### config.mk
export PLATFORM = sky130hd
export DESIGN_NAME = inst_queue
export DESIGN_NICKNAME = d
export VERILOG_FILES = /design/src/common/dual_issue_pkg.sv /design/src/rtl/inst_queue.sv
export SDC_FILE = /design/constraint.sdc
export NUM_CORES = 1
export LEC_CHECK = 0
export ABC_AREA = 0
export BUFFER_PORTS_ARGS = -buffer_cell sky130_fd_sc_hd__buf_2
export CORE_MARGIN = 3
export CORE_UTILIZATION = 60
export CTS_CLUSTER_DIAMETER = 60
export DETAILED_ROUTE_END_ITERATION = 12
export PLACE_DENSITY_LB_ADDON = 0.12
export REMOVE_ABC_BUFFERS = 1
export SYNTH_ARGS = -nofsm -noshare
export SYNTH_HDL_FRONTEND = slang
export SYNTH_SLANG_ARGS = --single-unit
### constraint.sdc
create_clock -name clk -period 5.8 [get_ports clk]
set_input_delay 0.58 -clock clk [delete_from_list [all_inputs] [get_ports clk]]
set_output_delay 0.58 -clock clk [all_outputs]
set_load 0.05 [all_outputs]
### src/common/dual_issue_pkg.sv
package dual_issue_pkg;

    localparam int XLEN        = 32;
    localparam int REG_ADDR_W  = 5;
    localparam int NUM_REGS    = 32;
    localparam int QUEUE_DEPTH = 8;
    localparam int QUEUE_PTR_W = 3;

    typedef logic [XLEN-1:0]       word_t;
    typedef logic [REG_ADDR_W-1:0] reg_addr_t;

    // instruction fields
    localparam int OP_MSB    = 31;
    localparam int OP_LSB    = 26;
    localparam int RS_MSB    = 25;
    localparam int RS_LSB    = 21;
    localparam int RT_MSB    = 20;
    localparam int RT_LSB    = 16;
    localparam int RD_MSB    = 15;
    localparam int RD_LSB    = 11;
    localparam int SHAMT_MSB = 10;
    localparam int SHAMT_LSB = 6;
    localparam int FUNCT_MSB = 5;
    localparam int FUNCT_LSB = 0;
    localparam int IMM_MSB   = 15;
    localparam int IMM_LSB   = 0;

    typedef enum logic [5:0] {
        OP_SPECIAL = 6'h00,
        OP_ADDIU   = 6'h09,
        OP_SLTI    = 6'h0a,
        OP_SLTIU   = 6'h0b,
        OP_ANDI    = 6'h0c,
        OP_ORI     = 6'h0d,
        OP_XORI    = 6'h0e,
        OP_LUI     = 6'h0f
    } opcode_e;

    typedef enum logic [5:0] {
        F_SLL  = 6'h00,
        F_SRL  = 6'h02,
        F_SRA  = 6'h03,
        F_ADDU = 6'h21,
        F_SUBU = 6'h23,
        F_AND  = 6'h24,
        F_OR   = 6'h25,
        F_XOR  = 6'h26,
        F_NOR  = 6'h27,
        F_SLT  = 6'h2a,
        F_SLTU = 6'h2b
    } funct_e;

    typedef enum logic [3:0] {
        ALU_ADD,
        ALU_SUB,
        ALU_AND,
        ALU_OR,
        ALU_XOR,
        ALU_NOR,
        ALU_SLT,
        ALU_SLTU,
        ALU_SLL,
        ALU_SRL,
        ALU_SRA,
        ALU_LUI
    } alu_op_e;

    // one issued instruction, operands already forwarded
    typedef struct packed {
        logic       valid;
        alu_op_e    alu_op;
        logic       shift_sel;
        logic       imm_sel;
        logic [4:0] shamt;
        word_t      rs_value;
        word_t      rt_value;
        word_t      imm_value;
        reg_addr_t  waddr;
        logic       wen;
    } lane_t;

endpackage
### src/rtl/inst_queue.sv
`timescale 1ns/100ps

module inst_queue import dual_issue_pkg::*; (
    input  logic                 clk,
    input  logic                 reset_i,
    input  logic                 push_valid_i,
    output logic                 push_ready_o,
    input  word_t                push_data_i,
    input  logic                 pop_one_i,
    input  logic                 pop_two_i,
    output word_t                head0_o,
    output word_t                head1_o,
    output logic [QUEUE_PTR_W:0] count_o
);

    word_t                  mem [QUEUE_DEPTH];
    logic [QUEUE_PTR_W-1:0] wr_ptr;
    logic [QUEUE_PTR_W-1:0] rd_ptr;
    logic [QUEUE_PTR_W-1:0] rd_ptr_nxt;
    logic [QUEUE_PTR_W:0]   count;
    logic [QUEUE_PTR_W:0]   pop_cnt;
    logic                   push_fire;

    assign push_ready_o = (count != (QUEUE_PTR_W+1)'(QUEUE_DEPTH));
    assign push_fire    = push_valid_i && push_ready_o;
    assign count_o      = count;

    // pointers wrap on their own, depth is a power of two
    assign rd_ptr_nxt = rd_ptr + 1'b1;
    assign head0_o    = mem[rd_ptr];
    assign head1_o    = mem[rd_ptr_nxt];

    always_comb begin
        if (pop_two_i) begin
            pop_cnt = (QUEUE_PTR_W+1)'(2);
        end else if (pop_one_i) begin
            pop_cnt = (QUEUE_PTR_W+1)'(1);
        end else begin
            pop_cnt = '0;
        end
    end

    always_ff @(posedge clk) begin
        if (reset_i) begin
            wr_ptr <= '0;
            rd_ptr <= '0;
            count  <= '0;
        end else begin
            if (push_fire) begin
                wr_ptr <= wr_ptr + 1'b1;
            end
            rd_ptr <= rd_ptr + pop_cnt[QUEUE_PTR_W-1:0];
            count  <= count + {{QUEUE_PTR_W{1'b0}}, push_fire} - pop_cnt;
        end
    end

    always_ff @(posedge clk) begin
        if (push_fire) begin
            mem[wr_ptr] <= push_data_i;
        end
    end

endmodule

* After elaboration in Yosys (flattened, before gate mapping)
Memory sizes are Yosys's and may differ from the RTL's. A register that Yosys moved wholly into a read port is not among the register bits. Cells that the tools add are included.
Word-level totals: bits in registers 10, memory bits (writable) 256, output and inout port bits 69, word-level logic and storage cells 16, memories 1
Cells by class: $add $sub $neg 5, equal/unequal tests 1, multiplexer cells 5, reduce and logical (&&, ||, !) cells 1
Memories:
- mem | words 8, bits a word 32, rd ports 2, clocked after Yosys merged registers in 1, wr ports 1, line inst_queue.sv:16 | word_t mem [QUEUE_DEPTH];
Operator list (count):
- 3-bit by 1-bit adder with 3-bit output (second input constant) | 2
- 4-bit by 1-bit adder with 4-bit output | 1
- 4-bit inequality test (second input constant) | 1
- 4-bit subtractor | 1
- 3-bit adder | 1
- 1-bit two-way mux | 3
- 3-bit two-way mux | 1
- 2-bit two-way mux | 1
- 1-bit logical AND | 1

* Depth between registers and ports, before layout
Gate-level depths: netlist (run 1).
depth after elaboration 4, mapped depth 12, mapped depth without buffers 12

* Worst setup path before layout (run 1)
OpenSTA, ideal clock, no wires.
kind register to register, start point register count[2], in the netlist count_o[2], end point memory mem[1][0] (netlist name) (enable), setup time 0.461 ns, data arrival time 3.935 ns, slack 1.404 ns, stages on the path, launching flop included 7, path buffers 0, path through dfxtp_1 inv_1 ha_1 nor3b_1 inv_1 nand3_1 nor3_1
Between the ends: longest elaborated chain between the ends 4
RTL lines:
- from (decl) | line inst_queue.sv:20 | logic [QUEUE_PTR_W:0] count;
- from (signal assigned) | line inst_queue.sv:53 | count <= count + {{QUEUE_PTR_W{1'b0}}, push_fire} - pop_cnt;
- 4-bit inequality test | line inst_queue.sv:24 | assign push_ready_o = (count != (QUEUE_PTR_W+1)'(QUEUE_DEPTH));
- net push_ready_o | line inst_queue.sv:7 | output logic push_ready_o,
- 1-bit logical AND | line inst_queue.sv:25 | assign push_fire = push_valid_i && push_ready_o;
- 1-bit two-way mux | line inst_queue.sv:58 | if (push_fire) begin
- 1-bit two-way mux (not written as such) | line inst_queue.sv:59 | mem[wr_ptr] <= push_data_i;
- to (decl) | line inst_queue.sv:16
The timed path passes the listed nets, and every way through them passes these cells.

* Final worst setup path (run 1)
start point register rd_ptr[0], end point output head1_o[24]
Between the ends: longest elaborated chain between the ends 2
RTL lines:
- from (decl) | line inst_queue.sv:18 | logic [QUEUE_PTR_W-1:0] rd_ptr;
- from (signal assigned) | line inst_queue.sv:52 | rd_ptr <= rd_ptr + pop_cnt[QUEUE_PTR_W-1:0];
- 3-bit by 1-bit adder with 3-bit output | line inst_queue.sv:29 | assign rd_ptr_nxt = rd_ptr + 1'b1;
- memory 8 x 32 bit
- to (decl) | line inst_queue.sv:12 | output word_t head1_o,
Every way passes these cells.

==> impl_metrics.ini, run 1 <==
[run_status]
status = finished, final reports clean

[power]
power_frac_clock_pct = 32.3
p_int_mw = 3.75
p_seq_share_pct = 42.2
p_switching_mw = 1.61
power_frac_comb_pct = 25.4
switching_share_pct = 30.1
ir_worst_vdd_mv = 0.336
leakage_nw = 4.68
power.density_nw_per_um2 = 382

[worst_setup_path]
path_max_fanout = 56
rrSetupSlack_ns = 3.01
arrival_ns = 2.98
reg2reg_depth = 6
cp_slowest_cell = buf_4
crit_type = reg -> out
required_ns = 5.22
crit_buf_inv = 2
crit_family = buffers and inverters
reg2reg_to = mem[0][19]
cp-start-kind = flop
end_kind = output pin
r2r_start = count_o[2]
crit_path_max_incr_delay_ns = 0.73
worstPathCellList = buf_4 -> mux4_2 -> mux2_2 -> buf_2

[sta]
rsz0062_at_grt = false
min_period_ns = 3.56
worst_pin_slew_ns = 1.12
finalSetupViolations = 0
finalClockSkew_ns = 0.00936
max_freq_ghz = 0.281
tns_ns = 0
report.final.slew_viol_count = 0
finalHoldViolCount = 0
timing.hold.ws_ns = 0.318
min_period_over_period_pct = 61.4
slew-limit-headroom_pct = 25.3
worst_slack_ns = 2.24

[cts]
clockRootBuffer = clkbuf_16
cts_hold_buf = 0
cts_buffers = 25
clk_latency_ns = 0.53
clock_path_buffers = 3
clock_sinks = 266
htreeDepth = 1
clkTransAtPathRegs_ns = 0.06
cts_tree = done
cts_resized = 0
post-cts-setup-buffers = 0

[finish]
fin_util_pct = 70.7
final_layout_size_suffix_gt1_share_pct = 45.1
area_growth_syn_to_layout_pct = 13.3
instances_no_fill = 945
fillers = 1218
num_antenna_cells = 0
final_nets = 709

[placed_design]
post-dp-hpwl_um = 14100
placedCellCount = 899
post-place-ws_ns = 2.73
gp_congestion = 0.734
port-buffer-count = 105

[die]
die_y_um = 150
initial_core_util_pct = 62.4
pin_count = 106
die_w_um = 150
rows = 51
core_um2 = 19800
fp.dieArea_um2 = 22400

[synth]
synth-seq-area-share_pct = 63.7
syn_area_um2 = 12400
synth.avg_cell_area_um2 = 22.4
ys_seq_elements = 266
synth_cells = 552
ys_warn_count = 0
ys_types = 27

[min_path]
hold_path_class = in -> reg
hp-start = push_data_i[18]
hold_depth = 1
hold_end = mem[4][18]

[detailed_routing]
antenna_left = 0
drc = 0
wl_per_cell_um = 25.9
num_vias = 6097
drt_iter0_drc = 366
first_pass_iters = 4
drt_wl_total_um = 24500
viasPerCell = 6.45

[global_routing]
grt_pass1_vias = 6548
antenna_found_initial = 1
grt_pass1_wl_um = 38100
grt_max_degree = 66
overflow = 0
grtUsageTotal_pct = 22.7

[job]
cap_violations = 0
[cells in the mapped netlist, drive strengths merged]
cell	n	area [um2]
nand2	2	7.51
nor2	11	41.3
mux2	66	743
a21oi	3	15.0
xnor2	1	8.76
nor3	2	10.0
xor2	2	17.5
mux4	128	3090
clkbuf	8	30.0
dfxtp	10	200
ha	9	113
nand3	3	15.0
inv	8	30.0
a21o	1	7.51
nand2b	2	12.5
or3	1	6.26
buf	28	248
o21ai	2	10.0
nor2b	6	37.5
nor3b	1	7.51
edfxtp	256	7690
fa	2	40.0
[sequential cells by signal (all words and copies together) (netlist names)]
register  cells
mem         256
count_o       4
rd_ptr        3
wr_ptr        3
[stage by stage]
stage               area, um2  total power, mW
CTS                     14000             5.41
detailed placement      13200             3.68
floorplan               12100             3.37
global route            14000             5.56
global placement        13200             3.64
finish                  14000             5.36
[cell usage in the layout (no fill, tap or decap)]
master / n
a21o_1: 1
a21oi_1: 3
buf_2: 105
buf_4: 13
bufinv_16: 6
clkbuf_1: 6
clkbuf_16: 25
clkinv_1: 2
clkinv_2: 6
dfxtp_1: 7
dfxtp_2: 1
dfxtp_4: 2
edfxtp_1: 256
fa_1: 2
ha_1: 8
ha_4: 1
inv_1: 8
inv_6: 1
mux2_2: 66
mux4_1: 56
mux4_2: 72
nand2_1: 2
nand2b_1: 2
nand3_1: 3
nor2_1: 5
nor2_4: 6
nor2b_1: 6
nor3_2: 2
nor3b_1: 1
o21ai_0: 2
or3_1: 1
xnor2_1: 1
xor2_1: 1
xor2_4: 1
[worst max-delay path by stage]
stage	from	endpoint	slack, ns	depth (start not counted)
after floorplan	rd_ptr[0]	head1_o[0]	-1.35	3
after global placement	rd_ptr[0]	head1_o[7]	2.80	4
after detailed placement	rd_ptr[0]	head1_o[11]	2.73	4
after CTS	rd_ptr[0]	head1_o[11]	2.16	4
after global routing	rd_ptr[0]	head1_o[7]	2.05	4
final	rd_ptr[0]	head1_o[24]	2.24	4
[per-layer routing]
metal,vias to the layer above,track usage (%),part of all wire [%]
met4,2,5.86,1.8
li1,2652,-,-
met1,3208,31.0,40
met3,34,4.12,6.6
met2,201,38.6,52
met5,-,0,0.053
[power by group through the flow]
stage / clock network [mW] / logic, mW / registers (mW)
2_1_floorplan: 0 / 0.998 / 2.37
3_3_place_gp: 0 / 1.35 / 2.29
4_1_cts: 1.77 / 1.38 / 2.26
6_report: 1.73 / 1.36 / 2.26
3_5_place_dp: 0 / 1.37 / 2.30
5_1_grt: 1.85 / 1.44 / 2.27
[layout make-up]
type / count / area [um2] / share of cell area (%)
clock buffers: 31 / 648 / 4.62
multi-input cells: 242 / 4270 / 30.5
clock inverters: 15 / 226 / 1.61
flip-flops and latches: 266 / 7900 / 56.3
inverters: 8 / 30.0 / 0.214
repair buffers: 118 / 623 / 4.44
well taps: 265 / 332 / 2.36
[logic make-up after synthesis]
family,count (synthesis),share of synthesized area (%)
fa+ha+maj,11,1.23
compound gates,6,0.263
simple gates,28,1.11
xor+xnor,3,0.212
flops,266,63.7
mux,194,31.0
buf+inv,44,2.49
No activity file was read; power rests on OpenSTA's default activity.
==> run 2, diff against run 1 <==
--- a/config.mk
+++ b/config.mk
@@ -8,7 +8,7 @@
 export ABC_AREA = 0
 export BUFFER_PORTS_ARGS = -buffer_cell sky130_fd_sc_hd__buf_2
 export CORE_MARGIN = 3
-export CORE_UTILIZATION = 60
+export CORE_UTILIZATION = 54
 export CTS_CLUSTER_DIAMETER = 60
 export DETAILED_ROUTE_END_ITERATION = 12
 export PLACE_DENSITY_LB_ADDON = 0.12
==> constraint.sdc (replaced) <==
create_clock -name clk -period 2.9 [get_ports clk]
set_input_delay 0.29 -clock clk [delete_from_list [all_inputs] [get_ports clk]]
set_output_delay 0.29 -clock clk [all_outputs]
set_load 0.05 [all_outputs]
==> run 2 against run 1 <==
Net effect:
- core utilization is 6.0 points lower
- sequential cell count stayed put
- highest routed layer unchanged
- clock skew hardly changed
- critical endpoint is now head0_o[20]
==> impl_metrics.ini, run 2 (synthesis gave the netlist of run 1 again) <==
[run_status]
status = finished, final reports clean

[cts]
clock_path_buffers = 3
clkTransAtPathRegs_ns = 0.06
cts_buffers = 28
htreeDepth = 1
clk_latency_ns = 0.53
clockRootBuffer = clkbuf_16
cts_tree = done
cts_hold_buf = 0
clock_sinks = 266

[placed_design]
place_area_um2 = 13400
port-buffer-count = 105
post-dp-hpwl_um = 16000
gp_congestion = 0.765
post-place-ws_ns = 0.336

[finish]
fillers = 1486
layout_common_cells = 256 x edfxtp_1, 105 x buf_2, 72 x mux4_2
multi_input_area_um2 = 4270
final_layout_size_suffix_gt1_share_pct = 47.7
final_cell_area_um2 = 14300
final_common_cell = edfxtp_1
final-seq-area_um2 = 7900
fin_util_pct = 64.7
regMostFlops = mem
final_nets = 731
area_growth_syn_to_layout_pct = 15.8
largest_reg_flops = 256

[min_path]
hold_path_class = in -> reg
hp-start = push_data_i[6]

[worst_setup_path]
r2r_start = count_o[2]
cp-start-kind = flop
crit_type = reg -> out
arrival_ns = 2.51
startpoint = rd_ptr[1]
path_max_fanout = 18
required_ns = 2.61
end_kind = output pin

[die]
die_y_um = 157
rows = 54
die_w_um = 157
core_um2 = 22200
fp.dieArea_um2 = 24800
pin_count = 106
initial_core_util_pct = 55.9

[global_routing]
grtUsageTotal_pct = 21.4
grt_max_degree = 51
overflow = 0
antenna_found_initial = 2
grt_pass1_vias = 6678
grt_pass1_wl_um = 39800

[power]
p_switching_mw = 3.36
p_seq_share_pct = 41.6
switching_share_pct = 30.9
leakage_nw = 4.83
power.density_nw_per_um2 = 759
power_frac_clock_pct = 32.4
power_frac_comb_pct = 26.0
ir_worst_vdd_mv = 0.512
p_int_mw = 7.53

[sta]
finalClockSkew_ns = 0.00967
finalSetupViolations = 0
worst_pin_slew_ns = 0.640
finalHoldViolCount = 0
rsz0062_at_grt = false
report.final.slew_viol_count = 0
worst_slack_ns = 0.0953
min_period_over_period_pct = 96.7
tns_ns = 0
slew-limit-headroom_pct = 57.4
min_period_ns = 2.80
max_freq_ghz = 0.357

[detailed_routing]
antenna_left = 0
wl_per_cell_um = 26.4
drt_wl_total_um = 26000
num_vias = 6293
drt_iter0_drc = 426
first_pass_iters = 4
viasPerCell = 6.38
drc = 0

[job]
cap_violations = 0
run 2: power groups by stage:
stage	sequential (mW)	clock, mW	combinational (mW)
after CTS	4.53	3.59	2.87
after global placement	4.58	0	2.78
final	4.53	3.53	2.84
after global routing	4.55	3.79	2.98
after detailed placement	4.61	0	2.84
after floorplan	4.74	0	2.00
run 2: cell type report:
cell class,count,share of cell area [%]
flip-flops and latches,266,55.1
multi-input cells,242,29.8
repair buffers,137,5.99
clock buffers,30,5.09
well taps,280,2.44
clock inverters,22,1.40
inverters,8,0.209
diodes,1,0.0174
run 2: worst max-delay path, stage by stage (launching register included):
cell	delay [ns]
dfxtp_4	0.56
buf_6	0.30
mux4_1	0.57
mux2_2	0.32
buf_2	0.22
run 2: what timing repair did:
| action | in CTS | in global routing |
|---|---|---|
| setup buffers | 3 | 0 |
| cloned | 0 | 0 |
| setup endpoints to repair | 27 | 4 |
| gates resized for setup | 4 | 1 |
run 2: stage by stage:
stage          hold WS, ns  total power, mW  cells
6_report            0.0252             10.9    986
5_1_grt             0.0171             11.3    986
4_1_cts            0.00287             11.0    985
3_5_place_dp         0.536             7.45    930
3_3_place_gp         0.500             7.36    930
2_1_floorplan        0.357             6.74    516
run 2: worst paths after layout:
kind | depth (start not counted) | slack [ns] | end
min | 1 | 0.03 | mem[0][6]
max | 4 | 0.1 | head0_o[20]
max reg2reg | 12 | 0.28 | count_o[2]
min reg2reg | 2 | 0.56 | wr_ptr[0]
run 2: per-layer routing:
metal	GRT usage, %	vias to the layer above	part of all wire [%]
met3	3.82	32	5.6
met2	35.8	188	51
met1	30.6	3363	42
met4	4.01	2	1.3
met5	0	-	0.062
li1	-	2708	-
==> run 3, diff against run 2 <==
--- a/config.mk
+++ b/config.mk
@@ -6,9 +6,11 @@
 export NUM_CORES = 1
 export LEC_CHECK = 0
 export ABC_AREA = 0
+export ABC_CLOCK_PERIOD_IN_PS = 3600
 export BUFFER_PORTS_ARGS = -buffer_cell sky130_fd_sc_hd__buf_2
 export CORE_MARGIN = 3
-export CORE_UTILIZATION = 54
+export CORE_UTILIZATION = 60
+export CTS_BUF_LIST = sky130_fd_sc_hd__clkbuf_4 sky130_fd_sc_hd__clkbuf_8
 export CTS_CLUSTER_DIAMETER = 60
 export DETAILED_ROUTE_END_ITERATION = 12
 export PLACE_DENSITY_LB_ADDON = 0.12
==> constraint.sdc (replaced) <==
create_clock -name clk -period 3.6 [get_ports clk]
set_input_delay 0.36 -clock clk [delete_from_list [all_inputs] [get_ports clk]]
set_output_delay 0.36 -clock clk [all_outputs]
set_load 0.05 [all_outputs]
==> run 3 against run 2 <==
Net effect:
- sequential share of layout area grew 1.1 points
- critical endpoint is now head1_o[28]
- sequential power fell by 19%
- cell count shrank 0.71%
- clock power fell by 30%
- global-route usage increased by 1.9 points
- core utilization up 6.1 points
- largest cell class unchanged
- non-clock buffer count is 15 lower
- highest routed layer unchanged
- via count decreased by 0.99%
- final area down 1.9%
- wire length shrank 4.4%
- die area fell by 9.6%
==> impl_metrics.ini, run 3 (synthesis gave the netlist of run 1 again) <==
[die]
die_y_um = 150
pin_count = 106
fp.dieArea_um2 = 22400
rows = 51
initial_core_util_pct = 62.4
die_w_um = 150
core_um2 = 19800

[worst_setup_path]
reg2reg_depth = 7
arrival_ns = 2.84
crit_type = reg -> out
r2r_start = count_o[2]
path_max_fanout = 112
required_ns = 3.24
worstPathCellList = buf_12 -> mux4_2 -> mux2_2 -> buf_2
crit_path_max_incr_delay_ns = 0.59
cp-start-kind = flop
reg2reg_to = mem[3][12]
end_kind = output pin
cp_slowest_cell = mux4_2
rrSetupSlack_ns = 1.06

[finish]
final_nets = 731
area_growth_syn_to_layout_pct = 13.6
final_common_cell = edfxtp_1
layout_common_cells = 256 x edfxtp_1, 105 x buf_2, 72 x mux4_2
num_antenna_cells = 0
final_layout_size_suffix_gt1_share_pct = 47.5
multi_input_area_um2 = 4270
largest_reg_flops = 256
final-seq-area_um2 = 7900
fillers = 1249
regMostFlops = mem

[global_routing]
grt_pass1_vias = 6748
antenna_found_initial = 2
grt_pass1_wl_um = 39100
grt_max_degree = 113
overflow = 0
grtUsageTotal_pct = 23.3

[min_path]
hold_path_class = in -> reg
hold_depth = 1
hold_end = mem[7][23]
hp-start = push_data_i[23]

[cts]
cts_buffers = 43
post-cts-setup-buffers = 0
clockRootBuffer = clkbuf_8
clkTransAtPathRegs_ns = 0.06
clock_path_buffers = 3
clock_sinks = 266
cts_resized = 0
clk_latency_ns = 0.55
cts_hold_buf = 0
htreeDepth = 2
cts_tree = done

[detailed_routing]
viasPerCell = 6.36
drt_iter0_drc = 391
drt_wl_total_um = 24900
first_pass_iters = 5
drc = 0
wl_per_cell_um = 25.4
antenna_left = 0
num_vias = 6231

[sta]
report.final.slew_viol_count = 0
timing.hold.ws_ns = 0.0800
slew-limit-headroom_pct = 53.0
finalSetupViolations = 0
tns_ns = 0
min_period_ns = 3.20
worst_pin_slew_ns = 0.705
min_period_over_period_pct = 88.9
finalClockSkew_ns = 0.0221
rsz0062_at_grt = false
max_freq_ghz = 0.313
finalHoldViolCount = 0

[power]
ir_worst_vdd_mv = 0.383
power.density_nw_per_um2 = 594
power.total_mw = 8.35
leakage_nw = 4.72

[job]
cap_violations = 0

[placed_design]
gp_congestion = 0.788
post-dp-hpwl_um = 14900
port-buffer-count = 105

[run_status]
status = finished, final reports clean
-- run 3: cell count changes in the layout (fill, tap and decap cells not counted), moves of 4 or more --
cell / change
buf_4: -10
clkbuf_16: -29
clkbuf_4: +13
clkbuf_8: +44
clkinv_1: +7
clkinvlp_4: -4
-- run 3: how the worst max path moves through the flow --
stage                   start          end  slack (ns)
detailed placement  rd_ptr[0]   head1_o[2]        0.92
floorplan           rd_ptr[0]   head1_o[0]       -3.33
CTS                 rd_ptr[0]   head1_o[2]        0.34
finish              rd_ptr[0]  head1_o[28]        0.40
global route        rd_ptr[0]   head1_o[0]        0.23
global placement    rd_ptr[0]   head1_o[0]        0.96
-- run 3: layer usage --
| layer | track usage, % | vias up | part of all wire (%) | routed length [um] |
|---|---|---|---|---|
| li1 | - | 2700 | - | - |
| met1 | 32.0 | 3272 | 40 | 10000 |
| met2 | 39.2 | 210 | 52 | 12900 |
| met3 | 4.54 | 45 | 6.0 | 1490 |
| met4 | 6.45 | 4 | 1.7 | 416 |
| met5 | 0 | - | 0.084 | 21 |
-- run 3: where the power goes --
part           switching [mW]  internal, mW  total (mW)
combinational            1.43         0.784        2.21
sequential             0.0912          3.57        3.66
clock                    1.14          1.34        2.48
total                    2.66          5.69        8.35
-- run 3: through the flow --
stage | cell area [um2] | setup slack, ns | utilization [%] | std cells
CTS | 14100 | 0.337 | 70.9 | 979
floorplan | 12100 | -3.33 | - | 516
finish | 14100 | 0.400 | 70.9 | 979
global placement | 13200 | 0.956 | 66.7 | 903
detailed placement | 13200 | 0.921 | 66.7 | 903
global route | 14100 | 0.227 | 70.9 | 979
-- run 3: final cells by class --
cell class              count  area share (%)
multi-input cells         242            30.4
well taps                 265            2.36
clock buffers              57            5.00
repair buffers            122            5.09
clock inverters            19           0.810
flip-flops and latches    266            56.2
inverters                   8           0.214
-- run 3: worst max-delay path: cells and delay by family, from the launching register on --
kind     cells  cell delay [ns]
buf+inv      2             0.75
flops        1             0.55
mux          2             0.87
