## src/common/dual_issue_pkg.sv

```systemverilog
package dual_issue_pkg;

    localparam int XLEN        = 32;
    localparam int REG_ADDR_W  = 5;
    localparam int NUM_REGS    = 32;
    localparam int QUEUE_DEPTH = 8;
    localparam int QUEUE_PTR_W = 3;

    typedef logic [XLEN-1:0]       word_t;
    typedef logic [REG_ADDR_W-1:0] reg_addr_t;

    // instruction fields
    localparam int OP_MSB    = 31;
    localparam int OP_LSB    = 26;
    localparam int RS_MSB    = 25;
    localparam int RS_LSB    = 21;
    localparam int RT_MSB    = 20;
    localparam int RT_LSB    = 16;
    localparam int RD_MSB    = 15;
    localparam int RD_LSB    = 11;
    localparam int SHAMT_MSB = 10;
    localparam int SHAMT_LSB = 6;
    localparam int FUNCT_MSB = 5;
    localparam int FUNCT_LSB = 0;
    localparam int IMM_MSB   = 15;
    localparam int IMM_LSB   = 0;

    typedef enum logic [5:0] {
        OP_SPECIAL = 6'h00,
        OP_ADDIU   = 6'h09,
        OP_SLTI    = 6'h0a,
        OP_SLTIU   = 6'h0b,
        OP_ANDI    = 6'h0c,
        OP_ORI     = 6'h0d,
        OP_XORI    = 6'h0e,
        OP_LUI     = 6'h0f
    } opcode_e;

    typedef enum logic [5:0] {
        F_SLL  = 6'h00,
        F_SRL  = 6'h02,
        F_SRA  = 6'h03,
        F_ADDU = 6'h21,
        F_SUBU = 6'h23,
        F_AND  = 6'h24,
        F_OR   = 6'h25,
        F_XOR  = 6'h26,
        F_NOR  = 6'h27,
        F_SLT  = 6'h2a,
        F_SLTU = 6'h2b
    } funct_e;

    typedef enum logic [3:0] {
        ALU_ADD,
        ALU_SUB,
        ALU_AND,
        ALU_OR,
        ALU_XOR,
        ALU_NOR,
        ALU_SLT,
        ALU_SLTU,
        ALU_SLL,
        ALU_SRL,
        ALU_SRA,
        ALU_LUI
    } alu_op_e;

    // one issued instruction, operands already forwarded
    typedef struct packed {
        logic       valid;
        alu_op_e    alu_op;
        logic       shift_sel;
        logic       imm_sel;
        logic [4:0] shamt;
        word_t      rs_value;
        word_t      rt_value;
        word_t      imm_value;
        reg_addr_t  waddr;
        logic       wen;
    } lane_t;

endpackage
```

## src/common/issue_if.sv

```systemverilog
`timescale 1ns/100ps

interface issue_if import dual_issue_pkg::*; ();

    // decode-to-execute register contents
    lane_t master;
    lane_t slave;

    modport issue_mp (
        output master,
        output slave
    );

    modport exec_mp (
        input master,
        input slave
    );

endinterface

```

## src/issue/issue_stage.sv

```systemverilog
`timescale 1ns/100ps

module issue_stage import dual_issue_pkg::*; (
    input  logic                 clk,
    input  logic                 reset_i,
    input  word_t                head0_i,
    input  word_t                head1_i,
    input  logic [QUEUE_PTR_W:0] count_i,
    output logic                 pop_one_o,
    output logic                 pop_two_o,
    output reg_addr_t            raddr0_o,
    output reg_addr_t            raddr1_o,
    output reg_addr_t            raddr2_o,
    output reg_addr_t            raddr3_o,
    input  word_t                rdata0_i,
    input  word_t                rdata1_i,
    input  word_t                rdata2_i,
    input  word_t                rdata3_i,
    input  logic                 ex_wen0_i,
    input  reg_addr_t            ex_waddr0_i,
    input  word_t                ex_result0_i,
    input  logic                 ex_wen1_i,
    input  reg_addr_t            ex_waddr1_i,
    input  word_t                ex_result1_i,
    input  logic                 wb_wen0_i,
    input  reg_addr_t            wb_waddr0_i,
    input  word_t                wb_data0_i,
    input  logic                 wb_wen1_i,
    input  reg_addr_t            wb_waddr1_i,
    input  word_t                wb_data1_i,
    issue_if.issue_mp            issue_bus
);

    alu_op_e    m_alu_op, s_alu_op;
    logic       m_shift_sel, s_shift_sel;
    logic       m_imm_sel, s_imm_sel;
    logic [4:0] m_shamt, s_shamt;
    word_t      m_imm, s_imm;
    reg_addr_t  m_rs, s_rs;
    reg_addr_t  m_rt, s_rt;
    reg_addr_t  m_waddr, s_waddr;
    logic       m_wen, s_wen;
    logic       s_hazard;
    logic       pair_ok;
    lane_t      m_lane;
    lane_t      s_lane;

    decoder u_decoder_master (
        .inst_i      (head0_i),
        .alu_op_o    (m_alu_op),
        .shift_sel_o (m_shift_sel),
        .imm_sel_o   (m_imm_sel),
        .shamt_o     (m_shamt),
        .imm_value_o (m_imm),
        .rs_o        (m_rs),
        .rt_o        (m_rt),
        .waddr_o     (m_waddr),
        .wen_o       (m_wen)
    );

    decoder u_decoder_slave (
        .inst_i      (head1_i),
        .alu_op_o    (s_alu_op),
        .shift_sel_o (s_shift_sel),
        .imm_sel_o   (s_imm_sel),
        .shamt_o     (s_shamt),
        .imm_value_o (s_imm),
        .rs_o        (s_rs),
        .rt_o        (s_rt),
        .waddr_o     (s_waddr),
        .wen_o       (s_wen)
    );

    assign raddr0_o = m_rs;
    assign raddr1_o = m_rt;
    assign raddr2_o = s_rs;
    assign raddr3_o = s_rt;

    // later checks override earlier ones, so the youngest producer wins
    function automatic word_t forward(reg_addr_t addr, word_t rf_data);
        word_t value;
        value = rf_data;
        if (wb_wen0_i && (wb_waddr0_i == addr)) begin
            value = wb_data0_i;
        end
        if (wb_wen1_i && (wb_waddr1_i == addr)) begin
            value = wb_data1_i;
        end
        if (ex_wen0_i && (ex_waddr0_i == addr)) begin
            value = ex_result0_i;
        end
        if (ex_wen1_i && (ex_waddr1_i == addr)) begin
            value = ex_result1_i;
        end
        return value;
    endfunction

    // slave may not read what the master writes
    assign s_hazard = m_wen && ((s_rs == m_waddr) || (s_rt == m_waddr));
    assign pair_ok  = (count_i >= 2) && !s_hazard;

    always_comb begin
        m_lane.valid     = (count_i != '0);
        m_lane.alu_op    = m_alu_op;
        m_lane.shift_sel = m_shift_sel;
        m_lane.imm_sel   = m_imm_sel;
        m_lane.shamt     = m_shamt;
        m_lane.rs_value  = forward(m_rs, rdata0_i);
        m_lane.rt_value  = forward(m_rt, rdata1_i);
        m_lane.imm_value = m_imm;
        m_lane.waddr     = m_waddr;
        m_lane.wen       = m_wen;

        s_lane.valid     = pair_ok;
        s_lane.alu_op    = s_alu_op;
        s_lane.shift_sel = s_shift_sel;
        s_lane.imm_sel   = s_imm_sel;
        s_lane.shamt     = s_shamt;
        s_lane.rs_value  = forward(s_rs, rdata2_i);
        s_lane.rt_value  = forward(s_rt, rdata3_i);
        s_lane.imm_value = s_imm;
        s_lane.waddr     = s_waddr;
        s_lane.wen       = s_wen;
    end

    assign pop_one_o = m_lane.valid && !pair_ok;
    assign pop_two_o = pair_ok;

    always_ff @(posedge clk) begin
        if (reset_i) begin
            issue_bus.master <= '0;
            issue_bus.slave  <= '0;
        end else begin
            issue_bus.master <= m_lane;
            issue_bus.slave  <= s_lane;
        end
    end

endmodule

```

## src/issue/decoder.sv

```systemverilog
`timescale 1ns/100ps

module decoder import dual_issue_pkg::*; (
    input  word_t      inst_i,
    output alu_op_e    alu_op_o,
    output logic       shift_sel_o,
    output logic       imm_sel_o,
    output logic [4:0] shamt_o,
    output word_t      imm_value_o,
    output reg_addr_t  rs_o,
    output reg_addr_t  rt_o,
    output reg_addr_t  waddr_o,
    output logic       wen_o
);

    opcode_e              op;
    funct_e               funct;
    reg_addr_t            rd;
    logic [IMM_MSB:0]     imm;
    logic                 known;

    assign op      = opcode_e'(inst_i[OP_MSB:OP_LSB]);
    assign funct   = funct_e'(inst_i[FUNCT_MSB:FUNCT_LSB]);
    assign rs_o    = inst_i[RS_MSB:RS_LSB];
    assign rt_o    = inst_i[RT_MSB:RT_LSB];
    assign rd      = inst_i[RD_MSB:RD_LSB];
    assign shamt_o = inst_i[SHAMT_MSB:SHAMT_LSB];
    assign imm     = inst_i[IMM_MSB:IMM_LSB];

    always_comb begin
        alu_op_o    = ALU_ADD;
        imm_sel_o   = 1'b1;
        imm_value_o = {{(XLEN-IMM_MSB-1){imm[IMM_MSB]}}, imm};
        waddr_o     = rt_o;
        known       = 1'b1;
        case (op)
            OP_SPECIAL: begin
                imm_sel_o = 1'b0;
                waddr_o   = rd;
                case (funct)
                    F_SLL:   alu_op_o = ALU_SLL;
                    F_SRL:   alu_op_o = ALU_SRL;
                    F_SRA:   alu_op_o = ALU_SRA;
                    F_ADDU:  alu_op_o = ALU_ADD;
                    F_SUBU:  alu_op_o = ALU_SUB;
                    F_AND:   alu_op_o = ALU_AND;
                    F_OR:    alu_op_o = ALU_OR;
                    F_XOR:   alu_op_o = ALU_XOR;
                    F_NOR:   alu_op_o = ALU_NOR;
                    F_SLT:   alu_op_o = ALU_SLT;
                    F_SLTU:  alu_op_o = ALU_SLTU;
                    default: known = 1'b0;
                endcase
            end
            OP_ADDIU: alu_op_o = ALU_ADD;
            OP_SLTI:  alu_op_o = ALU_SLT;
            // sltiu still sign-extends, only the compare is unsigned
            OP_SLTIU: alu_op_o = ALU_SLTU;
            OP_ANDI: begin
                alu_op_o    = ALU_AND;
                imm_value_o = {{(XLEN-IMM_MSB-1){1'b0}}, imm};
            end
            OP_ORI: begin
                alu_op_o    = ALU_OR;
                imm_value_o = {{(XLEN-IMM_MSB-1){1'b0}}, imm};
            end
            OP_XORI: begin
                alu_op_o    = ALU_XOR;
                imm_value_o = {{(XLEN-IMM_MSB-1){1'b0}}, imm};
            end
            OP_LUI:   alu_op_o = ALU_LUI;
            default:  known = 1'b0;
        endcase
    end

    // constant shifts operate on rt
    assign shift_sel_o = (alu_op_o == ALU_SLL) || (alu_op_o == ALU_SRL) ||
                         (alu_op_o == ALU_SRA);

    // unknown words and r0 targets become no-ops
    assign wen_o = known && (waddr_o != '0);

endmodule

```

## src/flat_wrapper.sv

```systemverilog
// flat-port wrapper written by rule: the top's interface ports become plain ports
module issue_stage_flat import dual_issue_pkg::*;
  (clk, reset_i, head0_i, head1_i, count_i, pop_one_o, pop_two_o, raddr0_o, raddr1_o, raddr2_o, raddr3_o, rdata0_i, rdata1_i, rdata2_i, rdata3_i, ex_wen0_i, ex_waddr0_i, ex_result0_i, ex_wen1_i, ex_waddr1_i, ex_result1_i, wb_wen0_i, wb_waddr0_i, wb_data0_i, wb_wen1_i, wb_waddr1_i, wb_data1_i, issue_bus_master, issue_bus_slave);
  issue_if issue_bus_i ();
  input  logic clk;
  input  logic reset_i;
  input  word_t head0_i;
  input  word_t head1_i;
  input  logic [QUEUE_PTR_W:0] count_i;
  output logic pop_one_o;
  output logic pop_two_o;
  output reg_addr_t raddr0_o;
  output reg_addr_t raddr1_o;
  output reg_addr_t raddr2_o;
  output reg_addr_t raddr3_o;
  input  word_t rdata0_i;
  input  word_t rdata1_i;
  input  word_t rdata2_i;
  input  word_t rdata3_i;
  input  logic ex_wen0_i;
  input  reg_addr_t ex_waddr0_i;
  input  word_t ex_result0_i;
  input  logic ex_wen1_i;
  input  reg_addr_t ex_waddr1_i;
  input  word_t ex_result1_i;
  input  logic wb_wen0_i;
  input  reg_addr_t wb_waddr0_i;
  input  word_t wb_data0_i;
  input  logic wb_wen1_i;
  input  reg_addr_t wb_waddr1_i;
  input  word_t wb_data1_i;
  output wire logic [$bits(issue_bus_i.master)-1:0] issue_bus_master;
  output wire logic [$bits(issue_bus_i.slave)-1:0] issue_bus_slave;
  assign issue_bus_master = issue_bus_i.master;
  assign issue_bus_slave = issue_bus_i.slave;
  issue_stage u_core (.clk(clk), .reset_i(reset_i), .head0_i(head0_i), .head1_i(head1_i), .count_i(count_i), .pop_one_o(pop_one_o), .pop_two_o(pop_two_o), .raddr0_o(raddr0_o), .raddr1_o(raddr1_o), .raddr2_o(raddr2_o), .raddr3_o(raddr3_o), .rdata0_i(rdata0_i), .rdata1_i(rdata1_i), .rdata2_i(rdata2_i), .rdata3_i(rdata3_i), .ex_wen0_i(ex_wen0_i), .ex_waddr0_i(ex_waddr0_i), .ex_result0_i(ex_result0_i), .ex_wen1_i(ex_wen1_i), .ex_waddr1_i(ex_waddr1_i), .ex_result1_i(ex_result1_i), .wb_wen0_i(wb_wen0_i), .wb_waddr0_i(wb_waddr0_i), .wb_data0_i(wb_data0_i), .wb_wen1_i(wb_wen1_i), .wb_waddr1_i(wb_waddr1_i), .wb_data1_i(wb_data1_i), .issue_bus(issue_bus_i));
endmodule
```

## config.mk

```make
export PLATFORM = sky130hd
export DESIGN_NAME = issue_stage_flat
export DESIGN_NICKNAME = d
export VERILOG_FILES = /design/src/common/dual_issue_pkg.sv /design/src/common/issue_if.sv /design/src/issue/issue_stage.sv /design/src/issue/decoder.sv /design/src/flat_wrapper.sv
export SDC_FILE = /design/constraint.sdc
export NUM_CORES = 1
export LEC_CHECK = 0
export BUFFER_PORTS_ARGS = -buffer_cell sky130_fd_sc_hd__buf_2
export CORE_AREA = 2 2 291 178
export DETAILED_ROUTE_END_ITERATION = 7
export DIE_AREA = 0 0 293 180
export PLACE_DENSITY = 0.47
export SETUP_SLACK_MARGIN = 0.5
export SLEW_MARGIN = 40
export SYNTH_ARGS = -nofsm -noshare
export SYNTH_HDL_FRONTEND = slang
export SYNTH_SLANG_ARGS = --single-unit
export TNS_END_PERCENT = 20
```

## constraint.sdc

```tcl
create_clock -name clk -period 2.95 [get_ports clk]
set_input_delay 0.4425 -clock clk [delete_from_list [all_inputs] [get_ports clk]]
set_output_delay 0.4425 -clock clk [all_outputs]
set_load 0.1 [all_outputs]
```

# == Word level (Yosys, flattened, before mapping) ==
# Index checks and enable logic that the tools add are counted.
# word_totals
wordCells,150
output_inout_bits,250
input_bits,350
regBits,198
# classes
n_reduce_logical,41
order_cmp,1
n_eq_ne,58
muxes,28
# ops
operator,count
$mux W32,16
$eq A6 B6 Y1 const B,16
$eq A5 B5 Y1,18
$eq A6 B4 Y1 const B,14
$pmux W4 S10,2
$pmux W4 S7,2
$eq A4 B4 Y1 const B,6
$eq A6 B2 Y1 const B,4
$logic_not A6 Y1,4
$reduce_or A11 Y1,2
$logic_and A1 B1 Y1,21
$reduce_or A7 Y1,2
$mux W5,2
$reduce_bool A5 Y1,2
$reduce_or A4 Y1,2
$logic_or A1 B1 Y1,5
$ge A4 B2 Y1 const B,1
$mux W1,4
$pmux W1 S2,2
$reduce_bool A4 Y1,1
$logic_not A1 Y1,2

# == Depth between registers and ports, before layout ==
# Gate-level depths: netlist of run 1.
# depth
depth_word,10
mapped_depth,9
ltp_nobuf,6

# == Cells and area by module ==
# Synthesis of run 1 repeated with hierarchy kept, for this count alone.
# unflattened
cells_unflattened,1758
hier_area_um2,14717.9
# by_module_without_submodules
module,seq_area_each_um2,area_each_um2,instances,cells_per_inst
issue_stage,4564.4,13396.6,1,1568
decoder,0.0,660.6,2,95

# == Worst setup path after synthesis of run 1 ==
# OpenSTA, ideal clock, no wires.
# synth_timing
path_type,input-to-output
start,in head0_i[27]
end,out pop_two_o
path_buffers,1
path_stages,7
arrival_ns,3.134
required_ns,2.508
slack_ns,-0.626
cell_sequence,or3_1 -> buf_2 -> nor2_4 -> mux2i_1 -> xnor2_1 -> o32ai_2 -> a21oi_1
# synth_between
elab_chain_cells,7
word_cells_on_any_way,19
cone_classes,eq/ne: 9; mux: 2; reduce/logical: 8
# synth_rtl
element,line,rtl
"start, declared",flat_wrapper.sv:7,input word_t head0_i;
$eq A6 B4 Y1 / $logic_not A6 Y1 (equally long branches),decoder.sv:36,case (op)
$reduce_or A7 Y1 (no line) / $mux W5 (equally long branches),-,
$pmux W1 S2 (tied with other cells),decoder.sv:36,
$logic_and A1 B1 Y1 / $logic_or A1 B1 Y1 (equally long branches),"decoder.sv:81, issue_stage.sv:99",
$logic_and A1 B1 Y1 (*),issue_stage.sv:99,assign s_hazard = m_wen && ((s_rs == m_waddr) || (s_rt == m_waddr));
$logic_not A1 Y1 (*),issue_stage.sv:100,assign pair_ok = (count_i >= 2) && !s_hazard;
$logic_and A1 B1 Y1 (*),issue_stage.sv:100,
"end, declared",flat_wrapper.sv:11,output logic pop_two_o;
# Mark *: on every way between the ends. The rest lies on a longest branch, timed or not.

# == Final worst setup path of run 1 ==
# layout_timing
start,in head0_i[26]
end,out pop_one_o
# layout_between
elab_chain_cells,9
word_cells_on_any_way,21
cone_classes,eq/ne: 9; mux: 2; reduce/logical: 10
# layout_rtl
element,line,rtl
$eq A6 B4 Y1 / $logic_not A6 Y1 (equally long branches),decoder.sv:36,
$reduce_or A7 Y1 (no line) / $mux W5 (equally long branches),-,
$pmux W1 S2 (tied with other cells),decoder.sv:36,
$logic_and A1 B1 Y1 / $logic_or A1 B1 Y1 (equally long branches),"decoder.sv:81, issue_stage.sv:99",
$logic_and A1 B1 Y1 (*),issue_stage.sv:99,
$logic_not A1 Y1 (*),issue_stage.sv:100,
$logic_and A1 B1 Y1 (*),issue_stage.sv:100,
$logic_not A1 Y1 (*),issue_stage.sv:126,assign pop_one_o = m_lane.valid && !pair_ok;
$logic_and A1 B1 Y1 (*),issue_stage.sv:126,
"end, declared",flat_wrapper.sv:10,output logic pop_one_o;
# Marks and branches as above.

==> flow_metrics.env, run 1 <==
export IMPL_portBuffers=599
export IMPL_grt_overflow_total=0
export IMPL_row_count=64
export IMPL_crit_type="input port to output pin"
export IMPL_layout_drive_gt1_share_pct=35.9
export IMPL_start_util_pct=24.8
export IMPL_num_fill_cells=5480
export IMPL_avgViaCountPerCell=5.82
export IMPL_cts_buffer_depth=2
export IMPL_ant_nets=0
export IMPL_postSynth_asyncResetShare_pct=0
export IMPL_hold_violations=0
export IMPL_wl_um=78100
export IMPL_synth_edf_count=0
export IMPL_grt_pass1_wl_um=110000
export IMPL_max_freq_ghz=0.368
export IMPL_postPlaceCellArea_um2=15800
export IMPL_final_nets=2474
export IMPL_num_vias=16400
export IMPL_hpwl_um=57000
export IMPL_power_density_nw_per_um2=544
export IMPL_htreeDepth=4
export IMPL_numCtsBuffers=17
export IMPL_track_usage_pct=28.4
export IMPL_cts_root_buf="clkbuf_16"
export IMPL_final_period_utilization_pct=92.0
export IMPL_status="completed"
export IMPL_fin_util_pct=33.1
export IMPL_core_area_um2=50200
export IMPL_first_global_vias=15500
export IMPL_drc_errors=0
export IMPL_cp_start_kind="input port"
export IMPL_synth_distinct_cells=55
export IMPL_syn_area_um2=12400
export IMPL_total_power_uw=9040
export IMPL_critPathSlowestCell="or4_1"
export IMPL_dr_first_iter_drc_count=2426
export IMPL_die_area_um2=52700
export IMPL_finalMaxSlewViolations=0
export IMPL_synth_area_per_cell_um2=7.39
export IMPL_setup_viol=0
export IMPL_grt_max_degree=65
export IMPL_design_area_um2=16600
export IMPL_rsz0062_at_grt="true"
export IMPL_leakage_uw=0.00677
export IMPL_io_pins=600
export IMPL_end_kind="output pin"
export IMPL_antenna_found_initial=25
export IMPL_crit_chain="buf_8 > or3_4 > or4_1 > nand4_1 > nand4b_1 > o32ai_2 > buf_4 > a22o_4 > buf_12"
export IMPL_clk_pin_slew_worst_paths_ns=0.08
export IMPL_yosys_warnings=0
export IMPL_slew_limit_headroom_pct=50.6
export IMPL_setup_worst_path_start="head0_i[26]"
export IMPL_critPathRequiredTime_ns=2.51
export IMPL_irDropWorstVdd_mv=0.431
export IMPL_synth_nets=2033
export IMPL_cap_violations=0
export IMPL_fin_crit_ns=2.71
export IMPL_holdCritStartpoint="head1_i[6]"
export IMPL_ys_seq_area_share_pct=30.3
export IMPL_synthToLayoutAreaGrowth_pct=33.7
export IMPL_cp_max_fo=5
export IMPL_die_w_um=293
export IMPL_ys_flop_type="dfxtp_1"
export IMPL_worst_ep_arrival_time_ns=2.27
export IMPL_gp_congestion=0.880
export IMPL_die_h_um=180
export IMPL_wl_per_cell_um=27.8
export IMPL_holdCritPathClass="input port to flop"
export IMPL_dr_pass1_iters=8
export IMPL_synthCells=1683
export IMPL_worst_pin_slew_ns=0.734
export IMPL_cts_tree="done"
export IMPL_ys_seq_elements=188
export IMPL_critPathMaxStageDelay_ns=0.47
export IMPL_cts_sinks=188
-- synth_stat cells (all sizes together), types with 30 or more instances --
cell / n / area share [%]
buf: 133 / 6.4
clkbuf: 134 / 4.0
dfxtp: 188 / 30
xnor2: 51 / 3.6
nor2: 163 / 5.0
nor2b: 30 / 1.5
a311oi: 128 / 9.0
o21ai: 135 / 5.4
nor3: 263 / 11
nand3: 140 / 5.6
a211oi: 131 / 7.9
xor2: 38 / 2.7
-- critical path, delay by kind of cell --
family | cells | cell delay [ns]
buffers and inverters | 3 | 0.44
and+or+nand+nor | 4 | 1.14
AOI/OAI and AO/OA | 2 | 0.25
-- cells by family after synthesis --
kind of cell / count (synthesis) / share of synthesized area (%)
simple gates: 682 / 27.0
compound gates: 438 / 24.9
buf+inv: 277 / 10.8
flops: 188 / 30.3
xor+xnor: 89 / 6.27
mux: 9 / 0.755
-- state kept, by name, indices dropped and copies added, names as in the netlist --
register                 cells
u_core.issue_bus.slave      94
u_core.issue_bus.master     94
-- final timing paths --
kind,endpoint,depth (start not counted),slack [ns]
max,pop_one_o,9,0.24
min,u_core.issue_bus.slave[12],2,0.17
-- layout by cell type, fill, tap and decap left out, types with 8 or more instances in the layout --
cell type / n
buf_12: 11
nor3_1: 261
buf_2: 592
a311oi_1: 128
nor2_1: 161
inv_1: 10
nand3_1: 136
dfxtp_1: 188
nand2_1: 14
nor2b_1: 30
xor2_1: 38
and3_2: 8
nand4_1: 13
diode_2: 15
xnor2_1: 51
buf_4: 80
a211oi_1: 131
clkbuf_16: 17
a21oi_1: 17
o21ai_0: 132
-- area by class of cell --
class                           instances  area [um2]  area share [%]
Clock buffer                           21         460            2.77
Antenna cell                           15        37.5           0.226
Clock inverter                         11         201            1.21
Sequential cell                       188        3760            22.6
Timing Repair Buffer                  689        3860            23.2
Inverter                               10        37.5           0.226
Tap cell                              660         826            4.97
Multi-Input combinational cell       1218        7440            44.7
-- power breakdown --
part	switching [uW]	leakage (uW)	internal (uW)
Combinational	2790	0.00488	738
Sequential	58.6	0.00156	2710
Clock	1180	0.000319	1560
-- metal layers --
metal | GRT usage, % | part of all wire [%] | wire length [um] | vias to the layer above
met3 | 8.09 | 11 | 8290 | 199
met5 | 0.361 | 0.072 | 56 | -
met4 | 9.44 | 2.9 | 2270 | 6
met2 | 41.9 | 43 | 33400 | 1162
li1 | - | - | - | 7088
met1 | 39.3 | 44 | 34100 | 7914
-- through the flow --
step                      worst slack [ns]  instances  hold slack [ns]  TNS (ns)
after global placement             -0.0152       2761            0.650   -0.0152
after detailed placement           -0.0104       2761            0.656   -0.0104
after floorplan                      0.309       1683            0.571         0
after CTS                            0.196       2795            0.130         0
final                                0.235       2812            0.165         0
after global routing                 0.153       2808            0.143         0
-- what timing repair did --
item                                    CTS  global route
hold buffers                              0             0
resized for setup                         7             6
setup buffers                             2             2
pin swaps                                 7             5
endpoints found under the setup margin    2             2
No activity file was read; power rests on OpenSTA's default activity.
==> run 2: changes to the inputs <==
- ABC_AREA: unset -> 1
- CORE_AREA: 2 2 291 178 -> 2 2 296 181
- DIE_AREA: 0 0 293 180 -> 0 0 298 183
- PLACE_DENSITY: 0.47 -> 0.49
- clock period: 2.95 -> 2.2 ns (I/O delays scaled with it)
==> run 2 against run 1 <==
  * Non-clock buffer count rose by 18
  * Sequential power is 35% higher
  * Sequential share of layout area decreased by 1.6 points
  * Largest power group unchanged
  * Routed wire length up 5.5%
  * Largest cell class unchanged
==> flow_metrics.env, run 2 <==
export IMPL_status="completed"
export IMPL_cap_violations=0
export IMPL_cts_buffer_depth=2
export IMPL_portBuffers=599
export IMPL_ys_seq_elements=188
export IMPL_num_fill_cells=5861
export IMPL_synth_top_cells_by_count="417 x nand3_1, 240 x nand2_1, 221 x a21oi_1, 211 x nor2_1, 188 x dfxtp_1"
export IMPL_numCtsBuffers=17
export IMPL_avgViaCountPerCell=5.46
export IMPL_synth_nets=2399
export IMPL_ys_flop_type="dfxtp_1"
export IMPL_io_pins=600
export IMPL_end_kind="output pin"
export IMPL_hpwl_um=61400
export IMPL_dr_pass1_iters=6
export IMPL_htreeDepth=4
export IMPL_power_density_nw_per_um2=675
export IMPL_synth_area_per_cell_um2=6.25
export IMPL_synth_area_leaders="dfxtp_1 29%, nand3_1 16%, a21oi_1 8.6%"
export IMPL_worst_pin_slew_ns=0.608
export IMPL_die_area_um2=54500
export IMPL_cts_sinks=188
export IMPL_layout_cells_non_filler=3292
export IMPL_drc_errors=0
export IMPL_antenna_found_initial=26
export IMPL_final_period_utilization_pct=98.1
export IMPL_slew_limit_headroom_pct=59.4
export IMPL_yosys_warnings=0
export IMPL_cts_root_buf="clkbuf_16"
export IMPL_first_global_vias=16800
export IMPL_synthSimpleGateAreaFrac_pct=38.1
export IMPL_synthMuxAreaShare_pct=0
export IMPL_largestRegisters="u_core.issue_bus.master x94, u_core.issue_bus.slave x94"
export IMPL_synth_compound_area_share_pct=17.5
export IMPL_track_usage_pct=28.8
export IMPL_holdWs_ns=0.0345
export IMPL_layout_drive_gt1_share_pct=31.8
export IMPL_multi_input_area_um2=7510
export IMPL_synth_distinct_cells=37
export IMPL_fin_crit_ns=2.16
export IMPL_ys_seq_area_share_pct=29.4
export IMPL_die_h_um=183
export IMPL_start_util_pct=24.7
export IMPL_wl_per_cell_um=25.0
export IMPL_wl_um=82400
export IMPL_core_area_um2=51900
export IMPL_cp_max_fo=7
export IMPL_holdCritPathClass="input port to flop"
export IMPL_final_nets=2907
export IMPL_seqCellArea_um2=3770
export IMPL_setup_viol=0
export IMPL_design_area_um2=17900
export IMPL_hold_violations=0
export IMPL_worst_ep_arrival_time_ns=1.83
export IMPL_postPlaceCellArea_um2=17000
export IMPL_synth_edf_count=0
export IMPL_synth_xor_area_share_pct=0.684
export IMPL_fin_util_pct=34.5
export IMPL_grt_overflow_total=0
export IMPL_max_freq_ghz=0.463
export IMPL_row_count=65
export IMPL_finalMaxSlewViolations=0
export IMPL_yosys_area_top_type="dfxtp_1"
export IMPL_synthAdderAreaFrac_pct=0
export IMPL_grt_max_degree=72
export IMPL_rsz0062_at_grt="true"
export IMPL_synthToLayoutAreaGrowth_pct=39.8
export IMPL_total_power_uw=12100
export IMPL_cp_start_kind="input port"
export IMPL_grt_pass1_wl_um=116000
export IMPL_synth_top_area_share_pct=29.4
export IMPL_cts_tree="done"
export IMPL_num_vias=18000
export IMPL_synthCells=2049
export IMPL_mostFrequentLayoutCells="557 x buf_2, 406 x nand3_1, 230 x nand2_1"
export IMPL_crit_type="input port to output pin"
export IMPL_synth_top_family_by_area="simple AND/OR/NAND/NOR gates"
export IMPL_clk_pin_slew_worst_paths_ns=0.08
export IMPL_leakage_uw=0.00891
export IMPL_critPathRequiredTime_ns=1.87
export IMPL_gp_congestion=0.938
export IMPL_ant_nets=0
export IMPL_die_w_um=298
export IMPL_postSynth_asyncResetShare_pct=0
export IMPL_irDropWorstVdd_mv=0.643
export IMPL_dr_first_iter_drc_count=2279
export IMPL_syn_area_um2=12800
export IMPL_yosysMostFrequentCell="nand3_1"
export IMPL_mostFrequentLayoutCell="buf_2"
export IMPL_placedCellCount=3238
-- run 2: power breakdown --
group	switching (uW)	total [uW]	internal, uW
combinational	3930	4960	1030
clock	1660	3390	1730
sequential	90.8	3730	3640
total	5680	12100	6400
-- run 2: worst paths after layout --
path / end / startpoint / cells after the start
max: pop_two_o / head0_i[31] / 13
min: u_core.issue_bus.slave[15] / head1_i[9] / 3
-- run 2: cell families after synthesis --
family          after synthesis
flops                       188
simple gates               1035
compound gates              428
xor+xnor                     10
buf+inv                     388
-- run 2: layout make-up --
class / count / area share [%]
antenna: 19 / 0.265
clock buffer: 18 / 2.45
clock inverter: 14 / 0.880
inverter: 170 / 3.59
multi-input combinational: 1473 / 42.0
sequential: 188 / 21.0
tap: 703 / 4.91
timing repair buffer: 707 / 24.9
-- run 2: routing by layer --
layer	routed length (um)	part of all wire, %	track usage, %
met5	27	0.033	0
met4	2240	2.7	8.86
met3	9850	12	8.14
met2	35200	43	42.8
met1	35200	43	40.2
-- run 2: metrics by stage --
step / setup TNS (ns) / worst slack, ns
after global placement: -0.121 / -0.0905
after CTS: 0 / 0.0476
final: 0 / 0.0410
after floorplan: 0 / 0.0567
after global routing: -0.0762 / -0.0438
after detailed placement: -0.0414 / -0.0414
-- run 2: repair_timing --
item | CTS | global route
hold buffers | 0 | 0
endpoints found under the setup margin | 36 | 45
buffers inserted | 3 | 0
pin swaps | 12 | 14
resized for setup | 21 | 87
-- run 2: worst max-delay path: stages --
cell and delay [ns]:
buf_6 0.09, nor2_4 0.14, buf_6 0.14, nand4_1 0.20
nand3_1 0.15, nand2_1 0.07, nor2_2 0.09, nand3_1 0.07
nand2_1 0.08, nand2_2 0.08, nand2_2 0.10, clkinvlp_4 0.10
buf_12 0.17
==> run 3: changes to the inputs <==
- PLACE_DENSITY: 0.49 -> unset
- PLACE_DENSITY_LB_ADDON: unset -> 0.2
==> run 3 against run 2 <==
  * Clock power down 5%
  * Via count about the same
  * Flip-flop and latch count unchanged
  * Routed wire length up 0.92%
  * Fmax about the same
  * Sequential power about the same
==> flow_metrics.env, run 3 (synthesis results as in run 2) <==
export IMPL_cts_sinks=188
export IMPL_cp_depth=12
export IMPL_p_sw_uw=5630
export IMPL_cp_common_cell="nor2_1"
export IMPL_cp_start_kind="input port"
export IMPL_dr_first_iter_drc_count=2409
export IMPL_crit_chain="buf_2 > nor2_1 > inv_1 > nor2_1 > o21ai_1 > nand4_1 > a21oi_1 > nor2_1 > nand2_2 > nand2_4 > clkinvlp_4 > buf_12"
export IMPL_fin_crit_ns=2.16
export IMPL_power_density_nw_per_um2=670
export IMPL_grt_use_met1_pct=40.0
export IMPL_ant_nets=0
export IMPL_final_period_utilization_pct=98.1
export IMPL_hpwl_um=61300
export IMPL_holdPathEnd="u_core.issue_bus.slave[15]"
export IMPL_cts_tree="done"
export IMPL_cap_violations=0
export IMPL_num_vias=18000
export IMPL_wl_per_cell_um=25.4
export IMPL_clk_pin_slew_worst_paths_ns=0.08
export IMPL_cts_buffer_depth=2
export IMPL_internal_power_uw=6260
export IMPL_holdCritStartpoint="head1_i[9]"
export IMPL_grt_pass1_wl_um=117000
export IMPL_first_global_vias=16800
export IMPL_die_w_um=298
export IMPL_core_area_um2=51900
export IMPL_p_seq_share_pct=31.3
export IMPL_drc_errors=0
export IMPL_hold_violations=0
export IMPL_portBuffers=599
export IMPL_start_util_pct=24.7
export IMPL_max_freq_ghz=0.463
export IMPL_worst_pin_slew_ns=0.630
export IMPL_rsz0062_at_grt="true"
export IMPL_htreeDepth=4
export IMPL_cts_root_buf="clkbuf_16"
export IMPL_ctsHoldBuffers=0
export IMPL_p_clk_share_pct=27.1
export IMPL_layout_drive_gt1_share_pct=31.2
export IMPL_row_count=65
export IMPL_worst_path_buf_inv=4
export IMPL_die_h_um=183
export IMPL_final_nets=2904
export IMPL_holdWs_ns=0.0465
export IMPL_irDropWorstVdd_mv=0.598
export IMPL_gp_congestion=0.953
export IMPL_met3_usage_pct=7.66
export IMPL_synthToLayoutAreaGrowth_pct=38.6
export IMPL_worst_ep_arrival_time_ns=1.83
export IMPL_status="completed"
export IMPL_min_path_cells=3
export IMPL_grt_busiest_layer="met2"
export IMPL_critPathRequiredTime_ns=1.87
export IMPL_die_area_um2=54500
export IMPL_finalMaxSlewViolations=0
export IMPL_largestRegisters="u_core.issue_bus.master x94, u_core.issue_bus.slave x94"
export IMPL_critPathMaxStageDelay_ns=0.17
export IMPL_critPathSlowestCell="buf_12"
export IMPL_grt_max_degree=74
export IMPL_mostFrequentLayoutCell="buf_2"
export IMPL_slew_limit_headroom_pct=58.0
export IMPL_num_fill_cells=5747
export IMPL_antenna_found_initial=21
export IMPL_comb_power_share_pct=41.6
export IMPL_setup_viol=0
export IMPL_avgViaCountPerCell=5.49
export IMPL_crit_family="simple AND/OR/NAND/NOR gates"
export IMPL_holdCritPathClass="input port to flop"
export IMPL_leakage_uw=0.00887
export IMPL_track_usage_pct=29.1
export IMPL_mostFrequentLayoutCells="557 x buf_2, 406 x nand3_1, 234 x nand2_1"
export IMPL_numCtsBuffers=17
export IMPL_fin_util_pct=34.2
export IMPL_io_pins=600
export IMPL_grt_overflow_total=0
export IMPL_wl_um=83200
export IMPL_cp_max_fo=4
export IMPL_crit_type="input port to output pin"
export IMPL_met2_usage_pct=44.2
export IMPL_end_kind="output pin"
export IMPL_power_switching_share_pct=47.4
export IMPL_dr_pass1_iters=6
-- run 3: worst max-delay path by stage --
stage | from | endpoint | slack, ns
after floorplan | head0_i[30] | pop_one_o | 0.06
after global placement | head0_i[29] | pop_two_o | -0.06
after detailed placement | head0_i[29] | pop_two_o | -0.06
after CTS | head0_i[31] | pop_two_o | 0.04
after global routing | head0_i[29] | pop_two_o | -0.07
final | head0_i[3] | pop_two_o | 0.04
-- run 3: layout make-up --
class                   count  area (um2)  area share (%)
clock buffers              21         450            2.54
clock inverters            11         110           0.620
flip-flops and latches    188        3770            21.2
inverters                 170         643            3.62
multi-input cells        1473        7460            42.0
repair buffers            704        4420            24.9
well taps                 703         880            4.95
diodes                     12        30.0           0.169
-- run 3: power by group through the flow --
stage          combinational, uW  sequential, uW  clock [uW]
2_1_floorplan               1620            5510           0
3_3_place_gp                4840            3800           0
3_5_place_dp                4830            3800           0
4_1_cts                     4850            3730        3300
5_1_grt                     5110            3750        3420
6_report                    4940            3730        3220
-- run 3: worst min-delay path: stages --
cell and delay (ns):
buf_2 0.07, inv_1 0.03, nor2_1 0.06
-- run 3: repair_timing --
item,CTS,global route
gates resized for setup,19,63
setup endpoints to repair,38,33
gates cloned,0,0
setup buffers,3,0
pin swaps,12,1
-- run 3: layer usage --
layer / share of wire (%) / vias to the layer above / routed length (um)
met5: 0.042 / - / 35
met4: 3.2 / 6 / 2670
met3: 11 / 206 / 8880
met2: 43 / 1297 / 35800
met1: 43 / 8469 / 35800
li1: - / 8024 / -
-- run 3: through the flow --
stage               worst slack, ns  std cells  TNS (ns)  cell area, um2  power, uW
global route                -0.0684       3280    -0.130           17800      12300
detailed placement          -0.0562       3235   -0.0562           17000       8630
floorplan                    0.0567       2049         0           12900       7130
CTS                          0.0435       3270         0           17600      11900
global placement            -0.0623       3235   -0.0623           17000       8640
finish                       0.0425       3282         0           17800      11900
